### src/hw/eth_audio_pkg.sv
package eth_audio_pkg;

    // ~~~~~~~~~~ Audio and addressing ~~~~~~~~~~
    localparam int          SAMPLE_WIDTH    = 16;
    localparam logic [47:0] LOCAL_MAC       = 48'h02_00_00_00_00_00;
    localparam logic [47:0] BCAST_MAC       = 48'hFF_FF_FF_FF_FF_FF;
    localparam logic [15:0] AUDIO_ETHERTYPE = 16'h88B5;

    // ~~~~~~~~~~ Frame layout ~~~~~~~~~~~~~~~~~~~
    localparam logic [7:0]  PREAMBLE_BYTE     = 8'h55;
    localparam logic [7:0]  SFD_BYTE          = 8'hD5;
    localparam int          PREAMBLE_LEN      = 7;
    localparam int          HDR_LEN           = 14;   // Destination, source, type.
    localparam int          SAMPLES_PER_FRAME = 16;
    localparam int          PAYLOAD_START     = PREAMBLE_LEN + 1 + HDR_LEN;
    localparam int          FRAME_BYTES       = PAYLOAD_START + 2 * SAMPLES_PER_FRAME;

    // ~~~~~~~~~~ Timing ~~~~~~~~~~~~~~~~~~~~~~~~~
    localparam int          IFG_CYCLES     = 12;      // Idle byte times between frames.
    localparam int          RST_SYNC_DEPTH = 4;

    // ~~~~~~~~~~ State encodings ~~~~~~~~~~~~~~~~
    localparam logic [1:0]  RX_IDLE = 2'd0;
    localparam logic [1:0]  RX_HUNT = 2'd1;           // Looking for preamble and SFD.
    localparam logic [1:0]  RX_DATA = 2'd2;
    localparam logic [1:0]  RX_DROP = 2'd3;           // Error seen, wait for dv low.

    localparam logic [1:0]  GEN_IDLE  = 2'd0;
    localparam logic [1:0]  GEN_FRAME = 2'd1;
    localparam logic [1:0]  GEN_GAP   = 2'd2;

endpackage

### src/hw/sync_reset.sv
`timescale 1ns/1ps

module sync_reset import eth_audio_pkg::*; (
    input  logic clk_int,
    input  logic rst,
    output logic rst_int
);

    logic [RST_SYNC_DEPTH-1:0] rst_sr;

    // Forced high by rst, drains one stage per cycle.
    always_ff @(posedge clk_int) begin
        if (rst) begin
            rst_sr <= '1;
        end else begin
            rst_sr <= {rst_sr[RST_SYNC_DEPTH-2:0], 1'b0};
        end
    end

    assign rst_int = rst_sr[RST_SYNC_DEPTH-1];

endmodule

### src/hw/mii_rx.sv
`timescale 1ns/1ps

module mii_rx import eth_audio_pkg::*; (
    input  logic       clk_int,
    input  logic       rst_int,
    input  logic [3:0] phy_rxd,
    input  logic       phy_rx_dv,
    input  logic       phy_rx_er,
    output logic [7:0] rx_byte,
    output logic       rx_byte_valid,
    output logic       rx_frame_start,
    output logic       rx_frame_end,
    output logic       rx_frame_abort
);

    logic [1:0] state;
    logic [3:0] low_nib;     // Previous nibble.
    logic       nib_phase;   // High nibble expected next.
    logic       pre_seen;
    logic       first_byte;
    logic [7:0] cur_byte;

    assign cur_byte = {phy_rxd, low_nib};

    // ~~~~~~~~~~ Framing FSM ~~~~~~~~~~~~~~~~~~~
    always_ff @(posedge clk_int) begin
        if (rst_int) begin
            state          <= RX_IDLE;
            nib_phase      <= 1'b0;
            pre_seen       <= 1'b0;
            first_byte     <= 1'b0;
            rx_byte_valid  <= 1'b0;
            rx_frame_start <= 1'b0;
            rx_frame_end   <= 1'b0;
            rx_frame_abort <= 1'b0;
        end else begin
            rx_byte_valid  <= 1'b0;
            rx_frame_start <= 1'b0;
            rx_frame_end   <= 1'b0;
            rx_frame_abort <= 1'b0;
            case (state)
                RX_IDLE: begin
                    pre_seen <= 1'b0;
                    if (phy_rx_dv) begin
                        state <= RX_HUNT;
                    end
                end
                RX_HUNT: begin
                    if (!phy_rx_dv) begin
                        state <= RX_IDLE;
                    end else if (phy_rx_er) begin
                        pre_seen <= 1'b0;
                    end else if (pre_seen && cur_byte == SFD_BYTE) begin
                        state      <= RX_DATA;   // Delimiter sets byte alignment.
                        nib_phase  <= 1'b0;
                        first_byte <= 1'b1;
                    end else if (cur_byte == PREAMBLE_BYTE) begin
                        pre_seen <= 1'b1;
                    end
                end
                RX_DATA: begin
                    if (!phy_rx_dv) begin
                        rx_frame_end <= 1'b1;
                        state        <= RX_IDLE;
                    end else if (phy_rx_er) begin
                        rx_frame_abort <= 1'b1;
                        state          <= RX_DROP;
                    end else if (nib_phase) begin
                        rx_byte_valid  <= 1'b1;
                        rx_frame_start <= first_byte;
                        first_byte     <= 1'b0;
                        nib_phase      <= 1'b0;
                    end else begin
                        nib_phase <= 1'b1;
                    end
                end
                default: begin
                    if (!phy_rx_dv) begin
                        rx_frame_end <= 1'b1;
                        state        <= RX_IDLE;
                    end
                end
            endcase
        end
    end

    // ~~~~~~~~~~ Byte assembly ~~~~~~~~~~~~~~~~~
    always_ff @(posedge clk_int) begin
        low_nib <= phy_rxd;
        if (state == RX_DATA && nib_phase) begin
            rx_byte <= cur_byte;   // High nibble straight from the pins.
        end
    end

endmodule

### src/hw/audio_frame_parser.sv
`timescale 1ns/1ps

module audio_frame_parser import eth_audio_pkg::*; (
    input  logic                    clk_int,
    input  logic                    rst_int,
    input  logic [7:0]              rx_byte,
    input  logic                    rx_byte_valid,
    input  logic                    rx_frame_start,
    input  logic                    rx_frame_end,
    input  logic                    rx_frame_abort,
    output logic [SAMPLE_WIDTH-1:0] sample_data,
    output logic                    sample_valid,
    output logic                    frame_ok
);

    logic [3:0]  hdr_cnt;
    logic [3:0]  byte_idx;
    logic [39:0] dst_sr;      // First five destination bytes.
    logic [7:0]  type_hi;
    logic [7:0]  hi_byte;
    logic        dst_ok;
    logic        accepted;
    logic        aborted;
    logic        have_hi;
    logic        in_payload;

    assign byte_idx   = rx_frame_start ? 4'd0 : hdr_cnt;
    assign in_payload = (byte_idx == 4'(HDR_LEN));

    // ~~~~~~~~~~ Header and payload data ~~~~~~~
    always_ff @(posedge clk_int) begin
        if (rx_byte_valid) begin
            if (byte_idx < 4'd5) begin
                dst_sr <= {dst_sr[31:0], rx_byte};
            end
            if (byte_idx == 4'(HDR_LEN - 2)) begin
                type_hi <= rx_byte;
            end
            if (in_payload && !have_hi) begin
                hi_byte <= rx_byte;
            end
            if (in_payload && have_hi) begin
                sample_data <= {hi_byte, rx_byte};   // First byte is high.
            end
        end
    end

    // ~~~~~~~~~~ Filter and sample control ~~~~~
    always_ff @(posedge clk_int) begin
        if (rst_int) begin
            hdr_cnt      <= 4'd0;
            dst_ok       <= 1'b0;
            accepted     <= 1'b0;
            aborted      <= 1'b0;
            have_hi      <= 1'b0;
            sample_valid <= 1'b0;
            frame_ok     <= 1'b0;
        end else begin
            sample_valid <= 1'b0;
            frame_ok     <= 1'b0;
            if (rx_frame_start) begin
                accepted <= 1'b0;
                aborted  <= 1'b0;
                have_hi  <= 1'b0;   // Drops a trailing odd byte.
            end
            if (rx_byte_valid) begin
                if (!in_payload) begin
                    hdr_cnt <= byte_idx + 4'd1;
                end
                if (byte_idx == 4'd5) begin
                    dst_ok <= ({dst_sr, rx_byte} == LOCAL_MAC) ||
                              ({dst_sr, rx_byte} == BCAST_MAC);
                end
                if (byte_idx == 4'(HDR_LEN - 1)) begin
                    accepted <= dst_ok && ({type_hi, rx_byte} == AUDIO_ETHERTYPE);
                end
                if (in_payload && accepted && !aborted) begin
                    have_hi      <= !have_hi;
                    sample_valid <= have_hi;
                end
            end
            if (rx_frame_abort) begin
                aborted <= 1'b1;
            end
            if (rx_frame_end) begin
                frame_ok <= accepted && !aborted;
                accepted <= 1'b0;
            end
        end
    end

endmodule

### src/hw/screamer_gen.sv
`timescale 1ns/1ps

module screamer_gen import eth_audio_pkg::*; (
    input  logic       clk_int,
    input  logic       rst_int,
    input  logic       screamer_enable,
    output logic [7:0] tx_byte,
    output logic       tx_byte_valid,
    output logic       tx_last
);

    logic [1:0]              state;
    logic                    phase;       // Byte slot when low.
    logic [5:0]              byte_cnt;    // Frame byte or gap byte time.
    logic                    lo_half;
    logic [SAMPLE_WIDTH-1:0] sample_cnt;  // Ramp runs across frames.
    logic [8*HDR_LEN-1:0]    hdr_sr;
    logic                    byte_slot;
    logic                    in_payload;

    assign byte_slot  = (state == GEN_FRAME) && !phase;
    assign in_payload = (byte_cnt >= 6'(PAYLOAD_START));

    // ~~~~~~~~~~ Sequencer ~~~~~~~~~~~~~~~~~~~~~
    always_ff @(posedge clk_int) begin
        if (rst_int) begin
            state         <= GEN_IDLE;
            phase         <= 1'b0;
            byte_cnt      <= 6'd0;
            lo_half       <= 1'b0;
            sample_cnt    <= '0;
            tx_byte_valid <= 1'b0;
            tx_last       <= 1'b0;
        end else begin
            tx_byte_valid <= 1'b0;
            tx_last       <= 1'b0;
            case (state)
                GEN_IDLE: begin
                    if (screamer_enable) begin   // Only checked between frames.
                        state    <= GEN_FRAME;
                        phase    <= 1'b1;
                        byte_cnt <= 6'd0;
                        lo_half  <= 1'b0;
                    end
                end
                GEN_FRAME: begin
                    phase <= ~phase;
                    if (!phase) begin
                        tx_byte_valid <= 1'b1;
                        if (in_payload) begin
                            lo_half <= ~lo_half;
                            if (lo_half) begin
                                sample_cnt <= sample_cnt + 1'b1;
                            end
                        end
                        if (byte_cnt == 6'(FRAME_BYTES - 1)) begin
                            tx_last  <= 1'b1;
                            state    <= GEN_GAP;
                            byte_cnt <= 6'd0;
                        end else begin
                            byte_cnt <= byte_cnt + 6'd1;
                        end
                    end
                end
                default: begin
                    phase <= ~phase;
                    if (phase) begin
                        if (byte_cnt == 6'(IFG_CYCLES - 1)) begin
                            state <= GEN_IDLE;
                        end else begin
                            byte_cnt <= byte_cnt + 6'd1;
                        end
                    end
                end
            endcase
        end
    end

    // ~~~~~~~~~~ Byte mux ~~~~~~~~~~~~~~~~~~~~~~
    always_ff @(posedge clk_int) begin
        if (state == GEN_IDLE) begin
            hdr_sr <= {BCAST_MAC, LOCAL_MAC, AUDIO_ETHERTYPE};
        end
        if (byte_slot) begin
            if (byte_cnt < 6'(PREAMBLE_LEN)) begin
                tx_byte <= PREAMBLE_BYTE;
            end else if (byte_cnt == 6'(PREAMBLE_LEN)) begin
                tx_byte <= SFD_BYTE;
            end else if (!in_payload) begin
                tx_byte <= hdr_sr[8*HDR_LEN-1 -: 8];
                hdr_sr  <= hdr_sr << 8;
            end else if (!lo_half) begin
                tx_byte <= sample_cnt[SAMPLE_WIDTH-1 -: 8];   // High byte first.
            end else begin
                tx_byte <= sample_cnt[7:0];
            end
        end
    end

endmodule

### src/hw/mii_tx.sv
`timescale 1ns/1ps

module mii_tx (
    input  logic       clk_int,
    input  logic       rst_int,
    input  logic [7:0] tx_byte,
    input  logic       tx_byte_valid,
    input  logic       tx_last,
    output logic [3:0] phy_txd,
    output logic       phy_tx_en
);

    logic       high_next;   // High nibble goes out next cycle.
    logic       last_held;
    logic [3:0] high_nib;
    logic       take;

    assign take = tx_byte_valid && !high_next;

    always_ff @(posedge clk_int) begin
        if (rst_int) begin
            phy_tx_en <= 1'b0;
            high_next <= 1'b0;
            last_held <= 1'b0;
        end else if (take) begin
            phy_tx_en <= 1'b1;
            high_next <= 1'b1;
            last_held <= tx_last;
        end else if (high_next) begin
            high_next <= 1'b0;
        end else if (last_held) begin
            phy_tx_en <= 1'b0;   // Frame done.
            last_held <= 1'b0;
        end
    end

    always_ff @(posedge clk_int) begin
        if (take) begin
            phy_txd  <= tx_byte[3:0];
            high_nib <= tx_byte[7:4];
        end else if (high_next) begin
            phy_txd <= high_nib;
        end
    end

endmodule

### src/hw/eth_audio_top.sv
`timescale 1ns/1ps

module eth_audio_top import eth_audio_pkg::*; (
    input  logic                    clk_int,
    input  logic                    rst,
    input  logic [3:0]              sw,
    input  logic [3:0]              btn,
    output logic                    led0_r,
    output logic                    led1_g,
    output logic                    led4,
    output logic                    led5,
    output logic                    led6,
    output logic                    led7,
    input  logic [3:0]              phy_rxd,
    input  logic                    phy_rx_dv,
    input  logic                    phy_rx_er,
    output logic [3:0]              phy_txd,
    output logic                    phy_tx_en,
    output logic                    phy_reset_n,
    output logic [SAMPLE_WIDTH-1:0] dac_sample,
    output logic                    dac_valid
);

    logic                    rst_int;
    logic [7:0]              rx_byte;
    logic                    rx_byte_valid;
    logic                    rx_frame_start;
    logic                    rx_frame_end;
    logic                    rx_frame_abort;
    logic [SAMPLE_WIDTH-1:0] sample_data;
    logic                    sample_valid;
    logic                    frame_ok;
    logic [7:0]              tx_byte;
    logic                    tx_byte_valid;
    logic                    tx_last;

    sync_reset i_sync_reset (
        .clk_int (clk_int),
        .rst     (rst),
        .rst_int (rst_int)
    );

    assign phy_reset_n = ~rst_int;

    mii_rx i_mii_rx (
        .clk_int        (clk_int),
        .rst_int        (rst_int),
        .phy_rxd        (phy_rxd),
        .phy_rx_dv      (phy_rx_dv),
        .phy_rx_er      (phy_rx_er),
        .rx_byte        (rx_byte),
        .rx_byte_valid  (rx_byte_valid),
        .rx_frame_start (rx_frame_start),
        .rx_frame_end   (rx_frame_end),
        .rx_frame_abort (rx_frame_abort)
    );

    audio_frame_parser i_audio_frame_parser (
        .clk_int        (clk_int),
        .rst_int        (rst_int),
        .rx_byte        (rx_byte),
        .rx_byte_valid  (rx_byte_valid),
        .rx_frame_start (rx_frame_start),
        .rx_frame_end   (rx_frame_end),
        .rx_frame_abort (rx_frame_abort),
        .sample_data    (sample_data),
        .sample_valid   (sample_valid),
        .frame_ok       (frame_ok)
    );

    screamer_gen i_screamer_gen (
        .clk_int         (clk_int),
        .rst_int         (rst_int),
        .screamer_enable (btn[0]),
        .tx_byte         (tx_byte),
        .tx_byte_valid   (tx_byte_valid),
        .tx_last         (tx_last)
    );

    mii_tx i_mii_tx (
        .clk_int       (clk_int),
        .rst_int       (rst_int),
        .tx_byte       (tx_byte),
        .tx_byte_valid (tx_byte_valid),
        .tx_last       (tx_last),
        .phy_txd       (phy_txd),
        .phy_tx_en     (phy_tx_en)
    );

    // ~~~~~~~~~~ LEDs and DAC port ~~~~~~~~~~~~~
    always_ff @(posedge clk_int) begin
        if (rst_int) begin
            {led7, led6, led5, led4} <= 4'd0;
            led0_r    <= 1'b0;
            led1_g    <= 1'b0;
            dac_valid <= 1'b0;
        end else begin
            {led7, led6, led5, led4} <= sw;
            led0_r    <= btn[0];
            dac_valid <= sample_valid;
            if (frame_ok) begin
                led1_g <= ~led1_g;   // One toggle per accepted frame.
            end
        end
    end

    always_ff @(posedge clk_int) begin
        if (sample_valid) begin
            dac_sample <= sample_data;
        end
    end

endmodule

### config.mk
export PLATFORM = sky130hd
export DESIGN_NAME = eth_audio_top
export DESIGN_NICKNAME = d
export VERILOG_FILES = /design/src/hw/eth_audio_pkg.sv /design/src/hw/sync_reset.sv /design/src/hw/mii_rx.sv /design/src/hw/audio_frame_parser.sv /design/src/hw/screamer_gen.sv /design/src/hw/mii_tx.sv /design/src/hw/eth_audio_top.sv
export SDC_FILE = /design/constraint.sdc
export NUM_CORES = 1
export LEC_CHECK = 0
export BUFFER_PORTS_ARGS = -buffer_cell sky130_fd_sc_hd__buf_2
export CORE_MARGIN = 2
export CORE_UTILIZATION = 50
export DETAILED_ROUTE_END_ITERATION = 7
export GPL_ROUTABILITY_DRIVEN = 0
export GPL_TIMING_DRIVEN = 0
export PLACE_DENSITY = 0.79
export SYNTH_ARGS = -nofsm -noshare
export SYNTH_HDL_FRONTEND = slang
export SYNTH_SLANG_ARGS = --single-unit
### constraint.sdc
create_clock -name clk_int -period 3.4 [get_ports clk_int]
set_clock_uncertainty 0.1 [all_clocks]
set_input_delay 0.17 -clock clk_int [delete_from_list [all_inputs] [get_ports clk_int]]
set_output_delay 0.17 -clock clk_int [all_outputs]
set_load 0.02 [all_outputs]
After elaboration in Yosys (flattened, before gate mapping)
Cells that the tools add are included.
Widths: inputs -> output; s select.
Word-level totals
  input port bits: 16
  register bits: 289
  logic and storage cells: 224
  output and inout bits: 29
Operators by class
  equality and inequality tests: 34
  reduce and logical (&&, ||, !) cells: 50
  order comparisons: 3
  $add $sub $neg: 3
  bitwise operators: 12
  multiplexer cells: 76
Operator list (count)
  $mux 112: 5
  $eq 48x42->1 const B: 1
  $eq 48x48->1 const B: 1
  $mux 1: 41
  $mux 6: 5
  $mux 2: 12
  $mux 8: 3
  $ne 2x2->1 const B: 9
  $add 16x1->16 const B: 1
  $eq 16x16->1 const B: 1
  $reduce_and 4->1: 4
  $reduce_and 2->1: 7
  $eq 4x4->1 const B: 3
  $mux 4: 3
  $not 1->1: 12
  $pmux 6 s2: 1
  $reduce_bool 2->1: 6
  $reduce_or 3->1: 4
  $logic_and 1x1->1: 10
  $reduce_and 5->1: 2
  $ne 3x2->1 const B: 3
  $ne 3x3->1 const B: 3
  $eq 8x7->1 const B: 1
  $eq 8x8->1 const B: 1
  25 further kinds: 39

Longest topological paths before layout
Gate-level depths: netlist (run 1).
  depth after elaboration: 6
  depth in mapped cells: 9
  depth with buffers taken out: 9

Modules after synthesis
A second synthesis (run 1) with hierarchy kept.
Second synthesis, totals
  cell total of the unflattened synthesis: 777
  area total of the unflattened synthesis: 10354.9 sq um
Modules (own cells, without submodules)
  screamer_gen: sequential area each 3042.9 sq um, area an instance 5466.5 sq um, cells each 486, instances 1
  audio_frame_parser: sequential area each 2362.3 sq um, area an instance 2954.1 sq um, cells each 175, instances 1
  mii_rx: sequential area each 500.5 sq um, area an instance 724.4 sq um, cells each 51, instances 1
  eth_audio_top: sequential area each 620.6 sq um, area an instance 674.4 sq um, cells each 32, instances 1
  mii_tx: sequential area each 300.3 sq um, area an instance 436.7 sq um, cells each 26, instances 1
  sync_reset: sequential area each 80.1 sq um, area an instance 98.8 sq um, cells each 7, instances 1

Least setup slack after synthesis (run 1)
No wires, ideal clock.
  path type: register to register
  from: register i_mii_rx.rx_frame_start
  to: register i_audio_frame_parser.dst_sr[0] (enable)
  setup time: 0.437 ns
  arrival: 2.688 ns
  setup slack: 0.175 ns
  path buffers: 0
  period minus slack after synthesis: 3.225 ns
  required time: 2.863 ns
  stages on the path, launching flop included: 8
  path through: dfxtp_1 -> inv_1 -> nand2_1 -> ha_1 -> inv_1 -> a21oi_1 -> nor2_1 -> nor2_1
Between the ends
  cells in the longest elaborated chain, start to end: 3
Ends and longest elaborated chain
  from (decl): RTL line mii_rx.sv:11  | output logic rx_frame_start,
  from (signal assigned): RTL line mii_rx.sv:70  | rx_frame_start <= first_byte;
  $mux 4: RTL line audio_frame_parser.sv:27  | assign byte_idx = rx_frame_start ? 4'd0 : hdr_cnt;
  $lt 4x3->1: RTL line audio_frame_parser.sv:33  | if (byte_idx < 4'd5) begin
  $reduce_and 2->1 (no source line)
  to (signal assigned): RTL line audio_frame_parser.sv:34  | dst_sr <= {dst_sr[31:0], rx_byte};
  to (decl): RTL line audio_frame_parser.sv:18  | logic [39:0] dst_sr;
Every way passes these cells.
A chain may end at the register's enable or synchronous reset.

Worst setup path after layout (run 1)
  from: register i_screamer_gen.byte_cnt[0]
  to: register i_screamer_gen.hdr_sr[98]
Between the ends
  cells in the longest elaborated chain, start to end: 5
  elaborated cells on any way between the ends: 7
  those cells by class: 2 x order compare; 1 x eq/ne; 4 x mux
Ends and longest elaborated chain
  from (decl): RTL line screamer_gen.sv:14  | logic [5:0] byte_cnt;
  from (signal assigned): RTL line screamer_gen.sv:61  | byte_cnt <= byte_cnt + 6'd1;
  from (signal assigned): RTL line screamer_gen.sv:71  | byte_cnt <= byte_cnt + 6'd1;
  $ge 6x5->1: RTL line screamer_gen.sv:22  | assign in_payload = (byte_cnt >= 6'(PAYLOAD_START));
  $mux 112: RTL line screamer_gen.sv:89  | end else if (!in_payload) begin
  $mux 112: RTL line screamer_gen.sv:87  | end else if (byte_cnt == 6'(PREAMBLE_LEN)) begin
  $mux 112 *: RTL line screamer_gen.sv:85  | if (byte_cnt < 6'(PREAMBLE_LEN)) begin
  $mux 112 *: RTL line screamer_gen.sv:84  | if (byte_slot) begin
  to (signal assigned): RTL line screamer_gen.sv:82  | hdr_sr <= {BCAST_MAC, LOCAL_MAC, AUDIO_ETHERTYPE};
  to (signal assigned): RTL line screamer_gen.sv:91  | hdr_sr <= hdr_sr << 8;
  to (decl): RTL line screamer_gen.sv:17  | logic [8*HDR_LEN-1:0] hdr_sr;
Mark *: on every way between the ends. The rest lies on a longest branch, timed or not.

==> results of run 1 <==
cells by family after synthesis:
logic type               after synthesis  share of synthesized area, %
buffers and inverters                166                          5.96
adder cells (fa/ha/maj)               13                          1.47
flip-flops                           289                          62.5
AO/OA/AOI/OAI                         92                          5.37
XOR/XNOR                              10                         0.793
AND/OR/NAND/NOR                      299                          13.4
multiplexers                         115                          10.5
per-layer routing:
metal | up-vias | GRT usage, % | share of wire (%)
met5 | - | 0 | 0
met4 | 0 | 5.29 | 2.1
met3 | 39 | 2.96 | 4.5
met2 | 145 | 29.3 | 49
met1 | 3353 | 21.5 | 44
li1 | 3533 | - | -
through the flow:
| step | power [mW] | hold WS (ps) | std cells | TNS [ps] |
|---|---|---|---|---|
| 6_report | 6.80 | 207 | 1370 | 0 |
| 5_1_grt | 7.00 | 211 | 1370 | 0 |
| 4_1_cts | 6.85 | 175 | 1370 | 0 |
| 3_5_place_dp | 3.71 | 202 | 1305 | 0 |
| 3_3_place_gp | 3.71 | 198 | 1304 | -20460 |
| 2_1_floorplan | 3.69 | 97.7 | 984 | 0 |
area by class of cell:
type	count	area, um^2	area share [%]
well taps	280	350	2.76
inverters	121	455	3.58
repair buffers	54	358	2.81
multi-input cells	529	3490	27.5
clock buffers	32	716	5.63
clock inverters	20	231	1.82
flip-flops and latches	289	6910	54.3
plain buffers	45	203	1.59
Yosys cell counts (13+ instances only):
cell type	number
inv_1	120
nand4_1	16
clkbuf_1	25
nor2_1	94
mux2i_1	110
a21oi_1	27
nor4_1	15
o21ai_0	23
nand2_1	74
ha_1	13
nor2b_1	15
buf_2	15
dfxtp_1	177
edfxtp_1	112
registers in the layout (all words and copies together) (netlist names), 2 cells and up:
| signal | flops |
|---|---|
| i_screamer_gen.tx_byte | 8 |
| i_mii_rx.state | 2 |
| i_sync_reset.rst_sr | 4 |
| i_audio_frame_parser.sample_data | 16 |
| i_audio_frame_parser.type_hi | 8 |
| i_audio_frame_parser.dst_sr | 40 |
| i_audio_frame_parser.hi_byte | 8 |
| i_audio_frame_parser.hdr_cnt | 4 |
| i_screamer_gen.sample_cnt | 16 |
| i_screamer_gen.hdr_sr | 112 |
| i_mii_tx.phy_txd | 4 |
| i_screamer_gen.state | 2 |
| i_mii_rx.low_nib | 4 |
| i_mii_tx.high_nib | 4 |
| i_screamer_gen.byte_cnt | 6 |
| dac_sample | 16 |
| i_mii_rx.rx_byte | 8 |
critical path, stage by stage (launching register included):
cell and delay, ps:
dfxtp_1 380, inv_1 90, ha_1 200, o21a_1 180, o21a_1 220, nor2_1 320, nand3_1 240, buf_2 240
buf_2 240, mux2i_1 220
power breakdown:
group	internal (mW)	total [mW]	leakage, nW	switching [mW]
clock	1.89	3.15	0.462	1.26
combinational	0.0267	0.0632	2.49	0.0365
sequential	3.58	3.58	2.43	0.00335
total	5.49	6.80	5.38	1.30
cell usage in the layout (no fill, tap or decap), types with 8 or more instances in the layout:
cell type and count:
ha_1 13, a21oi_1 27, nor3_1 11, nor2_1 93, dlygate4sd3_1 13, inv_1 120
nor2b_1 15, nand4_1 16, or3_1 12, edfxtp_1 112, dfxtp_1 177, and3_1 8
buf_2 55, clkbuf_16 28, o21ai_0 23, a211oi_1 8, clkbuf_1 29, nand3_1 12
nand2_1 74, mux2i_1 110, nor4_1 15
final timing paths:
kind | endpoint | startpoint | slack [ps] | cells after the start
setup / recovery | i_screamer_gen.hdr_sr[98] | i_screamer_gen.byte_cnt[0] | 890 | 9
hold / removal | i_sync_reset.rst_sr[0] | rst | 210 | 2
setup reg to reg | i_screamer_gen.hdr_sr[98] | i_screamer_gen.byte_cnt[0] | 890 | 9
hold reg to reg | i_sync_reset.rst_sr[1] | i_sync_reset.rst_sr[0] | 300 | 1
==> flow_summary.yaml, run 1 <==
logic_synthesis:
  syn_nets: 1013
  synth_ff_type: "dfxtp_1"
  synth-edff-count: 112
  synth.ff_latch_count: 289
  yosysSeqAreaShare_pct: 62.5
  synth_top_cell_area_share_pct: 32.1
  yosysUniqueCellTypes: 56
  syn_avg_cell_area_um2: 11.2
  yosysWarnings: 0
  yosys-top-cells-area: "dfxtp_1 32%, edfxtp_1 30%, mux2i_1 10%"
  syn-cell-area_um2: 11100
  postSynthCellCount: 984
  async_reset_ff_share_pct: 0
  yosysTopAreaCell: "dfxtp_1"
grt:
  grt_max_degree: 23
  antenna_found_initial: 0
  grt.overflow.total: 0
  grt_pass1_wl_um: 33300
  grt_usage_pct: 16.9
  grt_pass1_vias: 6977
placed_design:
  portBuffers: 40
  dp_slack_ps: 929
  placed_area_um2: 11600
  hpwlAfterDp_um: 13500
timing:
  worst_slack_ps: 886
  drv_slew: 0
  setup_violations: 0
  period_needed_ps: 2510
  hold_viol_final: 0
  relSlewSlack_pct: 45.3
  rsz0062_at_grt: "false"
  tightest_slew_ps: 820
  finalCritPeriodShare_pct: 73.9
  max_freq_mhz: 398
routing:
  routedWlPerCell_um: 14.5
  drt_iter0_drc: 389
  dr.pass1.iters: 5
  wirelength_um: 19800
  postRouteAntennaNets: 0
  vias: 7070
  via_per_inst: 5.16
  drc_errors: 0
setup_path:
  critical_path_class: "register to register"
  cp_max_fo: 10
  endpoint_kind: "register"
  cp.arrival_ps: 2850
  crit_required_ps: 3740
  critPathLaunchType: "register"
cells_and_area:
  drive_gt1_share_pct: 11.0
  num-nets-final: 1097
  num_antenna_cells: 0
  final_area_um2: 12700
  utilization_pct: 58.4
  area.growth.synth_to_final_pct: 15.0
  fill_cells: 1770
clocking:
  cts_tree: "done"
  htreeDepth: 1
  holdBufCountCts: 13
  clockBufferDepth: 3
  cts.sinks: 289
  cts-resized-gates: 0
  numCtsBuffers: 28
  root_buffer: "clkbuf_16"
  post_cts_buffers: 0
  clk_latency_ps: 540
  clk_pin_slew_worst_paths_ps: 60
die:
  die_w_um: 153
  io-pin-count: 45
  start_util_pct: 50.8
  die_area_um2: 23300
  die_h_um: 153
  rows: 54
  core_area_um2: 21800
hold_path:
  hp-class: "primary input to register"
flow_run:
  drv_cap: 0
power_and_ir_drop:
  ir_drop_uv: 500
  power_density_nw_per_um2: 535
  p_leak_nw: 5.38
status:
  outcome: "finished, final reports clean"
Note: power is estimated with default switching activity, not from simulation.
==> run 2, diff against run 1 <==
PLACE_DENSITY = 0.77   (was 0.79)
clock period = 2.35 ns   (was 3.4 ns; I/O delays follow)
==> run 2 against run 1 <==
Net effect: via count down 0.55%; global-route usage down 0.26 points; sequential cell count unchanged; die area unchanged; core utilization up 0.37 points; setup slack worse by 720 ps; register-to-register slack worse by 720 ps; clock power up 52%; largest power group unchanged; cell count about the same; power up 48%; routed wire length down 2.2%; clock-buffer cell count up 1.
==> flow_summary.yaml, run 2 (synthesis gave the netlist of run 1 again) <==
status:
  outcome: "finished, final reports clean"
setup_path:
  crit_required_ps: 2520
  cp.arrival_ps: 2360
  endpoint_kind: "register"
  ff2ff_path_depth: 8
  critical_path_class: "register to register"
  rrSetupSlack_ps: 160
  critPathLaunchType: "register"
  cp_max_fo: 12
power_and_ir_drop:
  power_density_nw_per_um2: 786
  ir_drop_uv: 549
  p_leak_nw: 5.42
  total_power_mw: 10.1
die:
  die_w_um: 153
  io-pin-count: 45
  die_h_um: 153
  core_area_um2: 21800
  rows: 54
  die_area_um2: 23300
  start_util_pct: 50.8
grt:
  grt_pass1_vias: 6885
  antenna_found_initial: 0
  grt.overflow.total: 0
  grt_usage_pct: 16.6
  grt_max_degree: 21
  grt_pass1_wl_um: 32700
routing:
  wirelength_um: 19400
  drc_errors: 0
  via_per_inst: 5.13
  routedWlPerCell_um: 14.2
  dr.pass1.iters: 5
  vias: 7031
  postRouteAntennaNets: 0
  drt_iter0_drc: 336
cells_and_area:
  top_register: "i_screamer_gen.hdr_sr"
  num-nets-final: 1098
  num_antenna_cells: 0
  final_common_cell: "dfxtp_1"
  final_area_um2: 12800
  area.growth.synth_to_final_pct: 15.8
  reg_top3: "i_screamer_gen.hdr_sr: 112 flops, i_audio_frame_parser.dst_sr: 40 flops"
  utilization_pct: 58.8
  instances_no_fill: 1371
  layout.cells.most_common_list: "176 x dfxtp_1, 120 x inv_1, 112 x edfxtp_1, 110 x mux2i_1, 91 x nor2_1"
  largest_reg_flops: 112
  drive_gt1_share_pct: 12.6
clocking:
  numCtsBuffers: 28
  htreeDepth: 1
  root_buffer: "clkbuf_16"
  clockBufferDepth: 3
  cts_tree: "done"
  clk_latency_ps: 540
  cts.sinks: 289
  clk_pin_slew_worst_paths_ps: 70
timing:
  period_needed_ps: 2190
  finalCritPeriodShare_pct: 93.0
  max_freq_mhz: 458
  relSlewSlack_pct: 47.2
  worst_slack_ps: 164
  drv_slew: 0
  whs_ps: 152
  hold_viol_final: 0
  setup_violations: 0
  rsz0062_at_grt: "false"
  tightest_slew_ps: 792
  fin_tns_setup_ps: 0
placed_design:
  placedCellCount: 1304
  hpwlAfterDp_um: 12900
  portBuffers: 40
  placed_area_um2: 11600
  dp_slack_ps: -128
hold_path:
  hp-class: "primary input to register"
  min_path_cells: 2
flow_run:
  drv_cap: 0
run 2: changes by cell type in the layout (fill, tap and decap cells not counted), moves of 2 or more:
cell,before,now
clkbuf_1,29,25
clkbuf_8,0,4
clkinv_1,7,0
clkinv_2,6,8
clkinv_4,0,2
inv_6,1,3
nor2_1,93,91
nor2_2,0,2
nor2_4,2,4
run 2: critical path, cell delays in order, from the launching register on:
cell	delay, ps
dfxtp_1	380
inv_1	90
ha_1	190
o21a_1	180
o21a_1	240
buf_2	220
or2_4	300
nor2_1	110
o21ai_0	110
run 2: report_power, final:
| group | internal [mW] | switching (mW) |
|---|---|---|
| clock network | 2.88 | 1.90 |
| logic | 0.0385 | 0.0511 |
| registers | 5.18 | 0.00450 |
run 2: what timing repair did:
action / CTS / global route
pin swaps: 1 / 3
hold buffers: 13 / 0
gates resized for setup: 4 / 6
gates cloned: 1 / 1
endpoints found under the hold margin: 26 / 0
endpoints found under the setup margin: 134 / 125
buffers inserted: 0 / 1
run 2: final timing paths:
check                                   from                         to
setup / recovery  i_screamer_gen.byte_cnt[0]  i_screamer_gen.tx_byte[0]
hold / removal                    phy_rxd[2]        i_mii_rx.low_nib[2]
setup reg to reg  i_screamer_gen.byte_cnt[0]  i_screamer_gen.tx_byte[0]
hold reg to reg          i_mii_rx.low_nib[1]        i_mii_rx.rx_byte[1]
run 2: metal layers:
layer | track usage (%) | vias to the layer above | wire length (um)
met5 | 0 | - | 0
met4 | 4.72 | 0 | 504
met3 | 2.76 | 49 | 887
met2 | 28.6 | 132 | 9390
met1 | 21.8 | 3318 | 8620
li1 | - | 3532 | -
run 2: layout make-up:
type / count / area (um^2)
fill: 1746 / 8960
multi-input combinational: 531 / 3530
timing repair buffer: 54 / 338
inverter: 121 / 455
clock buffer: 33 / 759
clock inverter: 19 / 253
tap: 280 / 350
sequential: 289 / 6910
buffer: 44 / 201
==> run 3, diff against run 2 <==
ABC_AREA = 1   (was unset)
==> run 3 against run 2 <==
Net effect: core utilization down 0.098 points; sequential power about the same; setup slack about the same; global-route usage up 1.3 points; routed wire length up 9.8%; critical endpoint is now i_screamer_gen.tx_byte[4]; largest power group unchanged.
==> flow_summary.yaml, run 3 <==
timing:
  tightest_slew_ps: 862
  max_freq_mhz: 458
  rsz0062_at_grt: "false"
  hold_viol_final: 0
  finalCritPeriodShare_pct: 93.0
  drv_slew: 0
  period_needed_ps: 2190
  relSlewSlack_pct: 42.4
  setup_violations: 0
placed_design:
  hpwlAfterDp_um: 14300
  placed_area_um2: 11600
  portBuffers: 41
logic_synthesis:
  synth-edff-count: 112
  syn_avg_cell_area_um2: 9.22
  yosysMostFrequentCell: "nand2_1"
  syn_nets: 1226
  synth_common_cells: "257 x nand2_1, 178 x nor2_1, 177 x dfxtp_1"
  yosysWarnings: 0
  synth.ff_latch_count: 289
  postSynthCellCount: 1197
  yosys-top-cells-area: "dfxtp_1 32%, edfxtp_1 30%, nand2_1 8.7%"
  async_reset_ff_share_pct: 0
  yosysUniqueCellTypes: 35
  yosysTopAreaCell: "dfxtp_1"
  yosysSeqAreaShare_pct: 62.6
  syn-cell-area_um2: 11000
  synth_ff_type: "dfxtp_1"
  synth_top_cell_area_share_pct: 32.1
clocking:
  htreeDepth: 1
  clockBufferDepth: 3
  clk_pin_slew_worst_paths_ps: 60
  numCtsBuffers: 29
  cts.sinks: 289
  clk_latency_ps: 540
  root_buffer: "clkbuf_16"
  cts_tree: "done"
  post_cts_buffers: 0
power_and_ir_drop:
  power_density_nw_per_um2: 791
  p_leak_nw: 5.15
  total_power_mw: 10.1
  ir_drop_uv: 523
cells_and_area:
  final_area_um2: 12800
  fill_cells: 1820
  largest_reg_flops: 112
  num_antenna_cells: 0
  final_common_cell: "nand2_1"
  drive_gt1_share_pct: 10.4
  num-nets-final: 1311
  utilization_pct: 58.7
  reg_top3: "i_screamer_gen.hdr_sr: 112 flops, i_audio_frame_parser.dst_sr: 40 flops"
  top_register: "i_screamer_gen.hdr_sr"
  layout.cells.most_common_list: "257 x nand2_1, 177 x dfxtp_1, 176 x nor2_1, 149 x inv_1, 112 x edfxtp_1"
  area.growth.synth_to_final_pct: 15.7
setup_path:
  cp_max_fo: 10
  crit_chain: "inv_1 > ha_1 > o211ai_1 > nand2_1 > buf_2 > inv_1 > o211ai_1"
  endpoint_kind: "register"
  crit_required_ps: 2520
  cp_slowest_cell: "o211ai_1"
  critPathLaunchType: "register"
  critical_path_class: "register to register"
  crit_buf_inv: 3
  critPathMaxStageDelay_ps: 410
  cp.arrival_ps: 2360
  ff2ff_path_depth: 7
  cp.depth: 7
  cp_top_family: "compound AO/OA/AOI/OAI gates"
die:
  rows: 54
  die_h_um: 153
  io-pin-count: 45
  core_area_um2: 21800
  die_area_um2: 23300
  start_util_pct: 50.7
  die_w_um: 153
flow_run:
  drv_cap: 0
grt:
  antenna_found_initial: 0
  grt_usage_pct: 17.9
  grt_pass1_vias: 7515
  grt.overflow.total: 0
  grt_pass1_wl_um: 35300
  grt_max_degree: 33
routing:
  postRouteAntennaNets: 0
  drt_iter0_drc: 612
  via_per_inst: 5.00
  routedWlPerCell_um: 13.4
  wirelength_um: 21300
  vias: 7917
  drc_errors: 0
  dr.pass1.iters: 5
hold_path:
  min_path_cells: 2
  hp-class: "primary input to register"
status:
  outcome: "finished, final reports clean"
-- run 3: changes by cell type after synthesis, sizes merged, moves of 7 or more --
cell    change
nand2     +185
mux2i     -110
nor2       +88
o21ai      +81
nand3      +49
inv        +35
clkbuf     -16
nor2b      -15
nor4       -12
or3        -12
buf         +9
a211oi      -8
and3        -8
o22ai       +7
-- run 3: cell type report --
class	instances	area, um^2	share of cell area (%)
buffer	38	272	2.13
clock buffer	41	842	6.59
sequential	289	6910	54.1
inverter	156	586	4.58
multi-input combinational	714	3300	25.8
tap	280	350	2.74
timing repair buffer	54	345	2.70
clock inverter	12	176	1.38
-- run 3: logic make-up after synthesis --
kind of cell	after synthesis	synth area share (%)
XOR/XNOR	9	0.714
buffers and inverters	194	7.76
flip-flops	289	62.6
AND/OR/NAND/NOR	536	20.0
AO/OA/AOI/OAI	156	7.46
adder cells (fa/ha/maj)	13	1.47
-- run 3: path summary, 6_finish.rpt --
kind,endpoint,startpoint,slack [ps]
max,i_screamer_gen.tx_byte[4],i_screamer_gen.byte_cnt[0],160
min,i_mii_rx.low_nib[1],phy_rxd[1],160
max reg2reg,i_screamer_gen.tx_byte[4],i_screamer_gen.byte_cnt[0],160
min reg2reg,dac_sample[4],i_audio_frame_parser.sample_data[4],310
-- run 3: per-layer routing --
metal	vias to the layer above	part of all wire (%)	global-route usage (%)
met4	0	1.9	4.89
met1	3684	45	23.9
met5	-	0	0
li1	4021	-	-
met3	38	5.6	2.79
met2	174	48	30.6
-- run 3: power breakdown --
| part | leakage, nW | switching (mW) | total (mW) | internal [mW] |
|---|---|---|---|---|
| Combinational | 2.21 | 0.0632 | 0.103 | 0.0400 |
| Clock | 0.499 | 1.88 | 4.82 | 2.94 |
| Sequential | 2.44 | 0.00489 | 5.18 | 5.18 |
| Total | 5.15 | 1.95 | 10.1 | 8.16 |
-- run 3: metrics by stage --
step	instances	TNS, ps	hold slack, ps	setup WS (ps)
final	1584	0	156	165
after global routing	1584	0	157	2.55
after CTS	1584	0	167	20.8
after detailed placement	1519	-7040	157	-409
after global placement	1518	-19200	151	-357
after floorplan	1197	0	45.2	43.0
-- run 3: timing repair --
action,4_1_cts,5_1_grt
hold buffers,12,0
gates resized for setup,2,1
hold endpoints to repair,26,0
cloned,0,0
endpoints found under the setup margin,26,18
